$ cat src/design/cpuIsaPkg.sv
`default_nettype none

// Instruction set view of the datapath
package cpuIsaPkg;

    // Register and data width
    localparam int dataWidth = 32;

    // General register file size
    localparam int regCount = 16;
    localparam int regIdxWidth = 4;

    // Constant field of the immediate forms
    localparam int immWidth = 19;

    // Opcode field width
    localparam int opcodeWidth = 5;

    // Supported opcodes, register and immediate ALU forms
    typedef enum logic [opcodeWidth-1:0] {
        opAdd  = 5'b00011,
        opSub  = 5'b00100,
        opAnd  = 5'b00101,
        opOr   = 5'b00110,
        opAddi = 5'b01100,
        opAndi = 5'b01101,
        opOri  = 5'b01110
    } opcode_e;

    // 32-bit instruction word
    // Opcode kept as raw bits so unknown codes can reach the decoder
    // Rc sits in the top four bits of the constant field
    typedef struct packed {
        logic [opcodeWidth-1:0] opcode;
        logic [regIdxWidth-1:0] ra;
        logic [regIdxWidth-1:0] rb;
        logic [immWidth-1:0]    c;
    } instr_t;

endpackage

`default_nettype wire

$ cat src/design/cpuBusPkg.sv
`default_nettype none

// Control and data records passed between the datapath blocks
package cpuBusPkg;

    // Sequenced control steps of one instruction
    typedef enum logic [2:0] {
        stepIdle      = 3'd0,
        stepFetch     = 3'd1,
        stepLoadY     = 3'd2,
        stepLoadZ     = 3'd3,
        stepWriteBack = 3'd4
    } step_e;

    // Control signals for one cycle
    typedef struct packed {
        // Instruction register load
        logic              irEnable;
        // Y and Z register loads
        logic              yEnable;
        logic              zEnable;
        // Base-address read, Rb index 0 reads as zero
        logic              baOut;
        // Second operand from the immediate instead of Rc
        logic              immOut;
        // Operation applied when Z loads
        cpuIsaPkg::opcode_e aluOp;
        // Register file write strobe
        logic              regWrite;
    } ctrlWord_t;

    // The two ALU operands after selection
    typedef struct packed {
        logic [cpuIsaPkg::dataWidth-1:0] rbValue;
        logic [cpuIsaPkg::dataWidth-1:0] secondValue;
    } operands_t;

    // Writeback report
    typedef struct packed {
        logic [cpuIsaPkg::regIdxWidth-1:0] destIdx;
        logic [cpuIsaPkg::dataWidth-1:0]   value;
        // Opcode not in the supported list
        logic                              illegal;
    } result_t;

endpackage

`default_nettype wire

$ cat src/design/aluUnit.sv
`timescale 1ns/1ps
`default_nettype none

module aluUnit (
    input  wire logic                            Clock,
    input  wire logic                            arstN,
    input  wire cpuBusPkg::ctrlWord_t            ctrl,
    input  wire logic [cpuIsaPkg::dataWidth-1:0] rbValue,
    input  wire logic                            zeroRb,
    input  wire logic [cpuIsaPkg::dataWidth-1:0] rcValue,
    input  wire logic [cpuIsaPkg::dataWidth-1:0] immValue,
    output logic [cpuIsaPkg::dataWidth-1:0]      zValue
);

    cpuBusPkg::operands_t            operands;
    logic [cpuIsaPkg::dataWidth-1:0] yValue;
    logic [cpuIsaPkg::dataWidth-1:0] aluOut;

    // Operand paths from the register file and the immediate decode
    assign operands.rbValue = zeroRb ? '0 : rbValue;
    assign operands.secondValue = ctrl.immOut ? immValue : rcValue;

    // Y holds the base operand
    always_ff @(posedge Clock or negedge arstN) begin
        if (!arstN) begin
            yValue <= '0;
        end else if (ctrl.yEnable) begin
            yValue <= operands.rbValue;
        end
    end

    // Y combined with the second operand, wraps at data width
    always_comb begin
        case (ctrl.aluOp)
            cpuIsaPkg::opAdd,
            cpuIsaPkg::opAddi: aluOut = yValue + operands.secondValue;
            cpuIsaPkg::opSub:  aluOut = yValue - operands.secondValue;
            cpuIsaPkg::opAnd,
            cpuIsaPkg::opAndi: aluOut = yValue & operands.secondValue;
            cpuIsaPkg::opOr,
            cpuIsaPkg::opOri:  aluOut = yValue | operands.secondValue;
            default:           aluOut = yValue + operands.secondValue;
        endcase
    end

    // Z captures the ALU result
    always_ff @(posedge Clock or negedge arstN) begin
        if (!arstN) begin
            zValue <= '0;
        end else if (ctrl.zEnable) begin
            zValue <= aluOut;
        end
    end

endmodule

`default_nettype wire

$ cat src/design/controlSequencer.sv
`timescale 1ns/1ps
`default_nettype none

module controlSequencer (
    input  wire logic                            Clock,
    input  wire logic                            arstN,
    input  wire logic                            instrValid,
    input  wire cpuIsaPkg::instr_t               instr,
    input  wire logic                            resultReady,
    input  wire logic [cpuIsaPkg::dataWidth-1:0] zValue,
    output logic                                 instrReady,
    output logic                                 resultValid,
    output cpuBusPkg::result_t                   result,
    output cpuIsaPkg::instr_t                    ir,
    output cpuBusPkg::ctrlWord_t                 ctrl
);

    cpuBusPkg::step_e   step;
    cpuBusPkg::step_e   stepNext;
    cpuIsaPkg::opcode_e decodedOp;
    logic               illegal;
    logic               isImm;

    // Opcode decode
    always_comb begin
        decodedOp = cpuIsaPkg::opAdd;
        illegal = 1'b0;
        isImm = 1'b0;
        case (ir.opcode)
            cpuIsaPkg::opAdd:  decodedOp = cpuIsaPkg::opAdd;
            cpuIsaPkg::opSub:  decodedOp = cpuIsaPkg::opSub;
            cpuIsaPkg::opAnd:  decodedOp = cpuIsaPkg::opAnd;
            cpuIsaPkg::opOr:   decodedOp = cpuIsaPkg::opOr;
            cpuIsaPkg::opAddi: begin
                decodedOp = cpuIsaPkg::opAddi;
                isImm = 1'b1;
            end
            cpuIsaPkg::opAndi: begin
                decodedOp = cpuIsaPkg::opAndi;
                isImm = 1'b1;
            end
            cpuIsaPkg::opOri:  begin
                decodedOp = cpuIsaPkg::opOri;
                isImm = 1'b1;
            end
            // Unknown code still walks the steps but never writes
            default: illegal = 1'b1;
        endcase
    end

    // Step sequencing
    always_comb begin
        stepNext = step;
        case (step)
            cpuBusPkg::stepIdle: begin
                if (instrValid) begin
                    stepNext = cpuBusPkg::stepFetch;
                end
            end
            cpuBusPkg::stepFetch:  stepNext = cpuBusPkg::stepLoadY;
            cpuBusPkg::stepLoadY:  stepNext = cpuBusPkg::stepLoadZ;
            cpuBusPkg::stepLoadZ:  stepNext = cpuBusPkg::stepWriteBack;
            cpuBusPkg::stepWriteBack: begin
                // Hold until the result is taken
                if (resultReady) begin
                    stepNext = cpuBusPkg::stepIdle;
                end
            end
            default: stepNext = cpuBusPkg::stepIdle;
        endcase
    end

    always_ff @(posedge Clock or negedge arstN) begin
        if (!arstN) begin
            step <= cpuBusPkg::stepIdle;
        end else begin
            step <= stepNext;
        end
    end

    // Handshake levels follow the step
    assign instrReady = (step == cpuBusPkg::stepIdle);
    assign resultValid = (step == cpuBusPkg::stepWriteBack);

    // Control word for the current step
    always_comb begin
        ctrl = '0;
        ctrl.aluOp = decodedOp;
        case (step)
            cpuBusPkg::stepIdle: begin
                // IR loads on the accepting edge
                ctrl.irEnable = instrValid;
            end
            cpuBusPkg::stepLoadY: begin
                ctrl.yEnable = 1'b1;
                // Immediate forms read Rb as a base address
                ctrl.baOut = isImm;
            end
            cpuBusPkg::stepLoadZ: begin
                ctrl.zEnable = 1'b1;
                ctrl.immOut = isImm;
            end
            cpuBusPkg::stepWriteBack: begin
                // Write only on the transfer edge
                ctrl.regWrite = resultReady && !illegal;
            end
            default: ctrl.irEnable = 1'b0;
        endcase
    end

    // Instruction register
    always_ff @(posedge Clock or negedge arstN) begin
        if (!arstN) begin
            ir <= '0;
        end else if (ctrl.irEnable) begin
            ir <= instr;
        end
    end

    // Result taken straight from Z and the Ra field
    assign result.destIdx = ir.ra;
    assign result.value = zValue;
    assign result.illegal = illegal;

    // One instruction in flight at a time
    // Ready comes back only on the edge after a result transfer
    assert property (@(posedge Clock) disable iff (!arstN)
        $rose(instrReady) |-> $past(resultValid && resultReady));

    // Result held under back-pressure
    assert property (@(posedge Clock) disable iff (!arstN)
        (resultValid && !resultReady) |=> $stable(result));

endmodule

`default_nettype wire

$ cat src/design/cpuDatapath.sv
`timescale 1ns/1ps
`default_nettype none

module cpuDatapath (
    input  wire logic               Clock,
    input  wire logic               arstN,
    // Instruction port
    input  wire logic               instrValid,
    output logic                    instrReady,
    input  wire cpuIsaPkg::instr_t  instr,
    // Result port
    output logic                    resultValid,
    input  wire logic               resultReady,
    output cpuBusPkg::result_t      result
);

    cpuBusPkg::ctrlWord_t              ctrl;
    cpuIsaPkg::instr_t                 ir;
    logic [cpuIsaPkg::regIdxWidth-1:0] rbIdx;
    logic [cpuIsaPkg::regIdxWidth-1:0] rcIdx;
    logic [cpuIsaPkg::regIdxWidth-1:0] raIdx;
    logic [cpuIsaPkg::dataWidth-1:0]   immValue;
    logic                              zeroRb;
    logic [cpuIsaPkg::dataWidth-1:0]   rbValue;
    logic [cpuIsaPkg::dataWidth-1:0]   rcValue;
    logic [cpuIsaPkg::dataWidth-1:0]   zValue;

    // Steps, IR and handshakes
    controlSequencer uSequencer (
        .Clock       (Clock),
        .arstN       (arstN),
        .instrValid  (instrValid),
        .instr       (instr),
        .resultReady (resultReady),
        .zValue      (zValue),
        .instrReady  (instrReady),
        .resultValid (resultValid),
        .result      (result),
        .ir          (ir),
        .ctrl        (ctrl)
    );

    // IR field decode
    operandSelect uOperandSelect (
        .ir       (ir),
        .ctrl     (ctrl),
        .rbIdx    (rbIdx),
        .rcIdx    (rcIdx),
        .raIdx    (raIdx),
        .immValue (immValue),
        .zeroRb   (zeroRb)
    );

    // Writeback goes to Ra on the transfer edge
    registerFile uRegisterFile (
        .Clock       (Clock),
        .arstN       (arstN),
        .rbIdx       (rbIdx),
        .rcIdx       (rcIdx),
        .writeIdx    (raIdx),
        .writeEnable (ctrl.regWrite),
        .writeValue  (zValue),
        .rbValue     (rbValue),
        .rcValue     (rcValue)
    );

    aluUnit uAlu (
        .Clock    (Clock),
        .arstN    (arstN),
        .ctrl     (ctrl),
        .rbValue  (rbValue),
        .zeroRb   (zeroRb),
        .rcValue  (rcValue),
        .immValue (immValue),
        .zValue   (zValue)
    );

endmodule

`default_nettype wire

$ cat src/design/operandSelect.sv
`timescale 1ns/1ps
`default_nettype none

module operandSelect (
    input  wire cpuIsaPkg::instr_t               ir,
    input  wire cpuBusPkg::ctrlWord_t            ctrl,
    output logic [cpuIsaPkg::regIdxWidth-1:0]    rbIdx,
    output logic [cpuIsaPkg::regIdxWidth-1:0]    rcIdx,
    output logic [cpuIsaPkg::regIdxWidth-1:0]    raIdx,
    output logic [cpuIsaPkg::dataWidth-1:0]      immValue,
    output logic                                 zeroRb
);

    // Sign bit of the constant field
    logic immSign;

    // Register fields straight from the IR
    assign raIdx = ir.ra;
    assign rbIdx = ir.rb;

    // Rc overlaps the top of the constant field
    assign rcIdx = ir.c[cpuIsaPkg::immWidth-1 -: cpuIsaPkg::regIdxWidth];

    // Sign-extend the 19-bit constant to data width
    assign immSign = ir.c[cpuIsaPkg::immWidth-1];
    assign immValue = {{(cpuIsaPkg::dataWidth - cpuIsaPkg::immWidth){immSign}}, ir.c};

    // Base-address read, Rb index 0 supplies zero instead of R0
    assign zeroRb = ctrl.baOut && (ir.rb == '0);

endmodule

`default_nettype wire

$ cat src/design/registerFile.sv
`timescale 1ns/1ps
`default_nettype none

module registerFile (
    input  wire logic                              Clock,
    input  wire logic                              arstN,
    input  wire logic [cpuIsaPkg::regIdxWidth-1:0] rbIdx,
    input  wire logic [cpuIsaPkg::regIdxWidth-1:0] rcIdx,
    input  wire logic [cpuIsaPkg::regIdxWidth-1:0] writeIdx,
    input  wire logic                              writeEnable,
    input  wire logic [cpuIsaPkg::dataWidth-1:0]   writeValue,
    output logic [cpuIsaPkg::dataWidth-1:0]        rbValue,
    output logic [cpuIsaPkg::dataWidth-1:0]        rcValue
);

    // General registers R0..R15
    logic [cpuIsaPkg::dataWidth-1:0] regs [cpuIsaPkg::regCount];

    // Single write port
    always_ff @(posedge Clock or negedge arstN) begin
        if (!arstN) begin
            for (int i = 0; i < cpuIsaPkg::regCount; i++) begin
                regs[i] <= '0;
            end
        end else if (writeEnable) begin
            regs[writeIdx] <= writeValue;
        end
    end

    // Two combinational read ports
    // R0 is an ordinary register here, base-address zero is applied upstream
    assign rbValue = regs[rbIdx];
    assign rcValue = regs[rcIdx];

    // A write must name a known register
    assert property (@(posedge Clock) disable iff (!arstN)
        writeEnable |-> !$isunknown(writeIdx));

endmodule

`default_nettype wire

$ cat config.mk
export PLATFORM = sky130hd
export DESIGN_NAME = cpuDatapath
export DESIGN_NICKNAME = d
export VERILOG_FILES = /design/src/design/cpuIsaPkg.sv /design/src/design/cpuBusPkg.sv /design/src/design/aluUnit.sv /design/src/design/controlSequencer.sv /design/src/design/cpuDatapath.sv /design/src/design/operandSelect.sv /design/src/design/registerFile.sv
export SDC_FILE = /design/constraint.sdc
export NUM_CORES = 1
export LEC_CHECK = 0
export ABC_AREA = 1
export BUFFER_PORTS_ARGS = -buffer_cell sky130_fd_sc_hd__buf_2
export CORE_MARGIN = 1
export CORE_UTILIZATION = 40
export DETAILED_ROUTE_END_ITERATION = 16
export PLACE_DENSITY_LB_ADDON = 0.3
export SLEW_MARGIN = 10
export SYNTH_ARGS = -nofsm -noshare
export SYNTH_HDL_FRONTEND = slang
export SYNTH_SLANG_ARGS = --single-unit
$ cat constraint.sdc
create_clock -name Clock -period 3.8 [get_ports Clock]
set_input_delay 0.19 -clock Clock [delete_from_list [all_inputs] [get_ports Clock]]
set_output_delay 0.19 -clock Clock [all_outputs]
set_load 0.01 [all_outputs]
---- Word level (Yosys, flattened, before mapping) ----
Index checks and enable logic that the tools add are counted.
storage, ports and cells
  bits in registers ....................... 611
  bits of input ports ..................... 36
  output and inout port bits .............. 39
  word-level logic and storage cells ...... 86
operators by class
  add/sub/neg operators ................... 2
  magnitude comparators ................... 4
  equal/unequal tests ..................... 18
  muxes and demuxes ....................... 24
  bitwise operators ....................... 5
  reduce and logical (&&, ||, !) cells .... 10
operator list
  operator                                                               number
  512-bit bitwise mux                                                    1
  32-bit binary-select mux with 4-bit select                             2
  32-bit 2-to-1 mux                                                      7
  32-bit demux with 4-bit select                                         1
  32-bit case mux with 3 select lines                                    1
  32-bit adder                                                           1
  32-bit AND                                                             1
  32-bit OR                                                              1
  32-bit subtractor                                                      1
  4-bit case mux with 6 select lines                                     1
  5-bit by 3-bit equality test with 1-bit output, second input constant  3
  5-bit by 4-bit equality test with 1-bit output, second input constant  3
  5-bit greater-or-equal comparator, second input constant               3
  4-bit NOT with 5-bit output                                            3
  3-bit case mux with 5 select lines                                     1
  4-bit by 3-bit equality test with 1-bit output, second input constant  3
  4-bit equality test, second input constant                             2
  1-bit 2-to-1 mux                                                       8
  7-bit OR reduction                                                     1
  3-bit by 2-bit equality test with 1-bit output, second input constant  2
  3-bit 2-to-1 mux                                                       2
  5-bit by 2-bit equality test with 1-bit output, second input constant  1
  5-bit by 1-bit < comparator with 1-bit output, second input constant   1
  4-bit logical NOT                                                      1
  other kinds (9)                                                        12

---- Depth between registers and ports, before layout ----
  depth in word-level cells ............... 7
  gate-level depth with buffers ........... 35
  depth with buffers taken out ............ 32

---- Cells and area by module ----
Synthesis repeated with hierarchy kept, for this count alone.
unflattened totals
  cell total of the unflattened synthesis .. 5714
  area, all modules ....................... 38145.3 µm²
by module, submodules not included
  module            times used  cells each  area an instance (µm²)  sequential area each (µm²)
  registerFile      1           4412        29554.6                 12812.3
  aluUnit           1           1035        6475.0                  1601.5
  controlSequencer  1           217         1762.9                  875.8
  operandSelect     1           50          352.8                   0.0

---- Worst setup path after synthesis ----
No wires, ideal clock.
  path type ............................... register -> register
  start ................................... reg, netlist name uSequencer.ir[31]
  end ..................................... reg uAlu.zValue[28] in the netlist's numbering
  arrival ................................. 3911 ps
  slack ................................... -241 ps
  stages on the path, launching flop included .. 30
  period minus slack after synthesis ...... 4041 ps
  path through ............................ dfrtp_1 > inv_2 > nand2_1 > nor2_1 > nand3_2 > buf_2 > or2_0 > nand3_2 > ha_1 > inv_1 > nor3_4 > nand2_2 > nor2_2 > nand2_1 > nand2_1 > o21ai_2 > xnor2_1 > ha_1 > nand2_1 > nor4_1 > nand3_1 > nand3_1 > nand2_1 > o211ai_1 > nand3_1 > nand2_1 > xor2_1 > nand2_1 > nand2_1 > o21ai_0
between the ends
  cells in the longest elaborated chain, start to end .. 7
ends and longest elaborated chain
  what                                            RTL line                      source
  5-bit by 4-bit equality test with 1-bit output  controlSequencer.sv:29        case (ir.opcode)
  3-bit OR reduction (no line)                    n/a
  1-bit 2-to-1 mux                                controlSequencer.sv:29
  1-bit 2-to-1 mux                                controlSequencer.sv:89        case (step)
  32-bit 2-to-1 mux                               aluUnit.sv:21                 assign operands.secondValue = ctrl.immOut ? immValue : rcValue;
  32-bit adder (tied with other cells)            aluUnit.sv:36, aluUnit.sv:42
  32-bit case mux with 3 select lines *           aluUnit.sv:34                 case (ctrl.aluOp)
  to (signal assigned)                            aluUnit.sv:51                 zValue <= aluOut;
  to (decl)                                       aluUnit.sv:12                 output logic [cpuIsaPkg::dataWidth-1:0] zValue
Mark *: on every way between the ends. The rest lies on a longest branch, timed or not.
A chain may end at the register's enable or synchronous reset.

---- Worst setup path in the final report ----
  start ................................... reg, netlist name uSequencer.ir[15]
  end ..................................... reg uAlu.zValue[26] in the netlist's numbering
between the ends
  cells in the longest elaborated chain, start to end .. 7
ends and longest elaborated chain
  what                                                  RTL line                      source
  4-bit NOT with 5-bit output (implied by the code)     registerFile.sv:33            assign rcValue = regs[rcIdx];
  32-bit binary-select mux with 4-bit select            registerFile.sv:33
  32-bit 2-to-1 mux (implied by the code) (2 in a row)  registerFile.sv:33
  32-bit 2-to-1 mux *                                   aluUnit.sv:21
  32-bit adder (tied with other cells)                  aluUnit.sv:36, aluUnit.sv:42
  32-bit case mux with 3 select lines *                 aluUnit.sv:34
Mark *: on every way between the ends. The rest lies on a longest branch, timed or not. The select of a mux whose other input is x is not followed.

==> results.yml <==
run_status:
  status: "finished, violations left"
  violations: "setup timing"
cts:
  cts_tree: "done"
  cts_buffer_depth: 3
  clkTransAtPathRegs_ns: 0.06
  numCtsBuffers: 71
  worstSkewPairLatency_ns: 0.62
  htreeDepth: 3
  cts_root_buf: "clkbuf_16"
  cts.sinks: 611
setup_path:
  slowest_stage: "dfrtp_4"
  cp.arrival_ns: 5.02
  cp.required_ns: 4.27
  cp_top_family: "simple AND/OR/NAND/NOR gates"
  rrSetupSlack_ns: -0.75
  rr_worst_depth: 31
  r2r_start: "uSequencer.ir[15]"
  cp_common_cell: "nor2_4"
  r2r_end: "uAlu.zValue[26]"
  slowest_delay_ns: 0.52
  crit_buf_inv: 6
  endpoint_kind: "register"
  cp-start-kind: "register"
  worstSetupPathType: "register to register"
  path_max_fanout: 7
  cp.depth: 31
flow_run:
  cap_violations: 0
die:
  die_height_um: 296
  ios: 75
  rows: 107
  core_um2: 85400
  initial_core_util_pct: 40.5
  die_w_um: 296
  dieArea_um2: 87700
place:
  dp_slack_ns: -1.02
  placed_area_um2: 39100
  dp_hpwl_um: 82200
  globalplace.congestion: 0.959
  port_buffers: 74
routing:
  viasPerCell: 5.76
  drtPass1Iterations: 6
  wire_per_inst_um: 22.0
  drc: 0
  detailedRoute.firstIterationViolations: 4346
  ant_nets: 0
  wl_um: 138000
  vias: 36100
timing:
  period_minus_slack_ns: 4.55
  period_share_pct: 120
  fmax_mhz: 220
  maxSlewViolCount: 0
  relSlewSlack_pct: 27.7
  finClkSkew_ns: 0.0272
  rsz0062_at_grt: "true"
  fin_ws_ns: -0.752
  worst-slew-pin-transition_ns: 1.08
  final_hold_viol_count: 0
  whs_ns: 0.212
  setup-violations-final: 25
synthesis:
  yosysMostFrequentCell: "nand2_1"
  yosysTopAreaCell: "dfrtp_1"
  yosysSeqAreaShare_pct: 44.2
  synth-async-reset-ratio_pct: 100
  syn_area_um2: 34600
  synth_edf_count: 0
  yosysTopAreaCellShare_pct: 44.2
  ys.flop_type: "dfrtp_1"
  ys_types: 59
  synth_area_leaders: "dfrtp_1 (44%), nand2_1 (16%), o21ai_0 (10%)"
  syn_inst: 4720
  synth_common_cells: "nand2_1 (1468), o21ai_0 (714), dfrtp_1 (611), a21oi_1 (320), nand3_1 (296)"
  synth_seq_cells: 611
  syn_nets: 4791
  synth_warnings: 0
  synth.avg_cell_area_um2: 7.33
grt:
  grt_overflow: 0
  grt_max_degree: 134
  antenna_found_initial: 0
  grt_pass1_wl_um: 208000
  grtUsageTotal_pct: 31.1
  grt_pass1_vias: 33700
layout:
  final_layout_size_suffix_gt1_share_pct: 19.6
  nFillCells: 8228
  nNetsFinal: 5142
  multiInputGateArea_um2: 18000
  seq_area_um2: 15300
  post-route-cell-area_um2: 43300
  synthToLayoutAreaGrowth_pct: 25.2
  antenna_cells: 0
power:
  p_leak_nw: 19.8
  powerDensity_nw_per_um2: 920
  p_total_mw: 39.9
  max-vdd-ir-drop_v: 0.000616
worst_hold_path:
  hold_path.class: "input pin to asynchronous set/reset pin"
power breakdown:
part / internal [mW] / leakage (nW) / total, mW / switching [mW]
Clock: 3.87 / 1.10 / 6.71 / 2.83
Sequential: 7.33 / 8.33 / 8.42 / 1.08
Combinational: 9.81 / 10.3 / 24.8 / 15.0
worst register-to-register path, delay by kind of cell (launching register included):
family	cells	cell delay (ns)
and+or+nand+nor	16	1.56
AOI/OAI and AO/OA	7	0.95
buffers and inverters	6	0.94
DFF	1	0.52
adders and majority gates	1	0.27
xor gates and xnor gates	1	0.16
routing by layer:
metal | vias to the layer above | GRT usage (%) | wire [µm]
met5 | - | 0 | 0
met4 | 0 | 14.5 | 6690
li1 | 16600 | - | -
met3 | 394 | 5.19 | 14500
met2 | 1961 | 47.9 | 60400
met1 | 17200 | 42.5 | 56500
logic make-up (layout without fill, tap and decap cells):
| logic type | Yosys count | after routing | synth area share, % |
|---|---|---|---|
| compound gates | 1358 | 1358 | 21.8 |
| xor+xnor | 41 | 41 | 1.04 |
| fa+ha+maj | 35 | 35 | 1.29 |
| buf+inv | 571 | 970 | 6.97 |
| flops | 611 | 611 | 44.2 |
| mux | 15 | 15 | 0.488 |
| simple gates | 2089 | 2089 | 24.3 |
cell type report:
cell class	instances	share of cell area, %
multi-input cells	3538	41.6
inverters	201	1.84
repair inverters	3	0.0895
repair buffers	645	12.7
flip-flops and latches	611	35.3
clock buffers	105	4.84
well taps	1144	3.30
clock inverters	16	0.300
stage by stage:
stage | setup TNS, ns | std cells | util, %
after floorplan | 0 | 4720 | -
after global placement | -13.07 | 6063 | 45.8
after detailed placement | -13.21 | 6063 | 45.8
after CTS | -8.23 | 6233 | 49.5
after global routing | -18.65 | 6263 | 50.7
final | -12.60 | 6263 | 50.7
cell usage in the layout (no fill, tap or decap), types with 10 or more instances in the layout:
master,count
nand2_1,1407
o21ai_0,664
dfrtp_1,605
buf_4,456
a21oi_1,285
nand3_1,270
nor2_1,234
inv_1,173
o21ai_1,85
a22oi_1,76
clkbuf_16,73
buf_2,73
nand2_2,54
o211ai_1,40
buf_12,39
dlygate4sd3_1,36
o22ai_1,34
buf_6,33
ha_1,28
xor2_1,27
a21oi_2,27
a22o_1,23
nand3_2,21
inv_2,19
nand4_1,18
o21ai_2,18
nor2_4,17
clkbuf_8,17
clkbuf_1,16
nor2_2,15
mux2_2,15
a31oi_1,15
o311ai_0,15
a32o_1,11
clkinv_2,10
repair_timing:
| item | 4_1_cts | 5_1_grt |
|---|---|---|
| endpoints found under the setup margin | 25 | 27 |
| hold buffers | 36 | 0 |
| hold endpoints to repair | 119 | 0 |
| resized for setup | 129 | 227 |
| pin swaps | 12 | 104 |
| buffers inserted | 11 | 33 |
| cloned | 4 | 3 |
flip-flops by register name, indices dropped and copies added (netlist names):
| signal | cells |
|---|---|
| uAlu.yValue | 32 |
| uAlu.zValue | 32 |
| uRegisterFile.regs | 512 |
| uSequencer.ir | 32 |
| uSequencer.step | 3 |
worst max path at each step:
stage                            from              end  slack [ns]
global placement    uSequencer.ir[15]  uAlu.zValue[29]       -0.98
CTS                 uSequencer.ir[15]  uAlu.zValue[29]       -0.62
detailed placement  uSequencer.ir[15]  uAlu.zValue[29]       -1.02
global route        uSequencer.ir[15]  uAlu.zValue[30]       -1.07
finish              uSequencer.ir[15]  uAlu.zValue[26]       -0.75
floorplan           uSequencer.ir[15]  uAlu.zValue[28]       0.004
(Power assumes the default switching activity.)
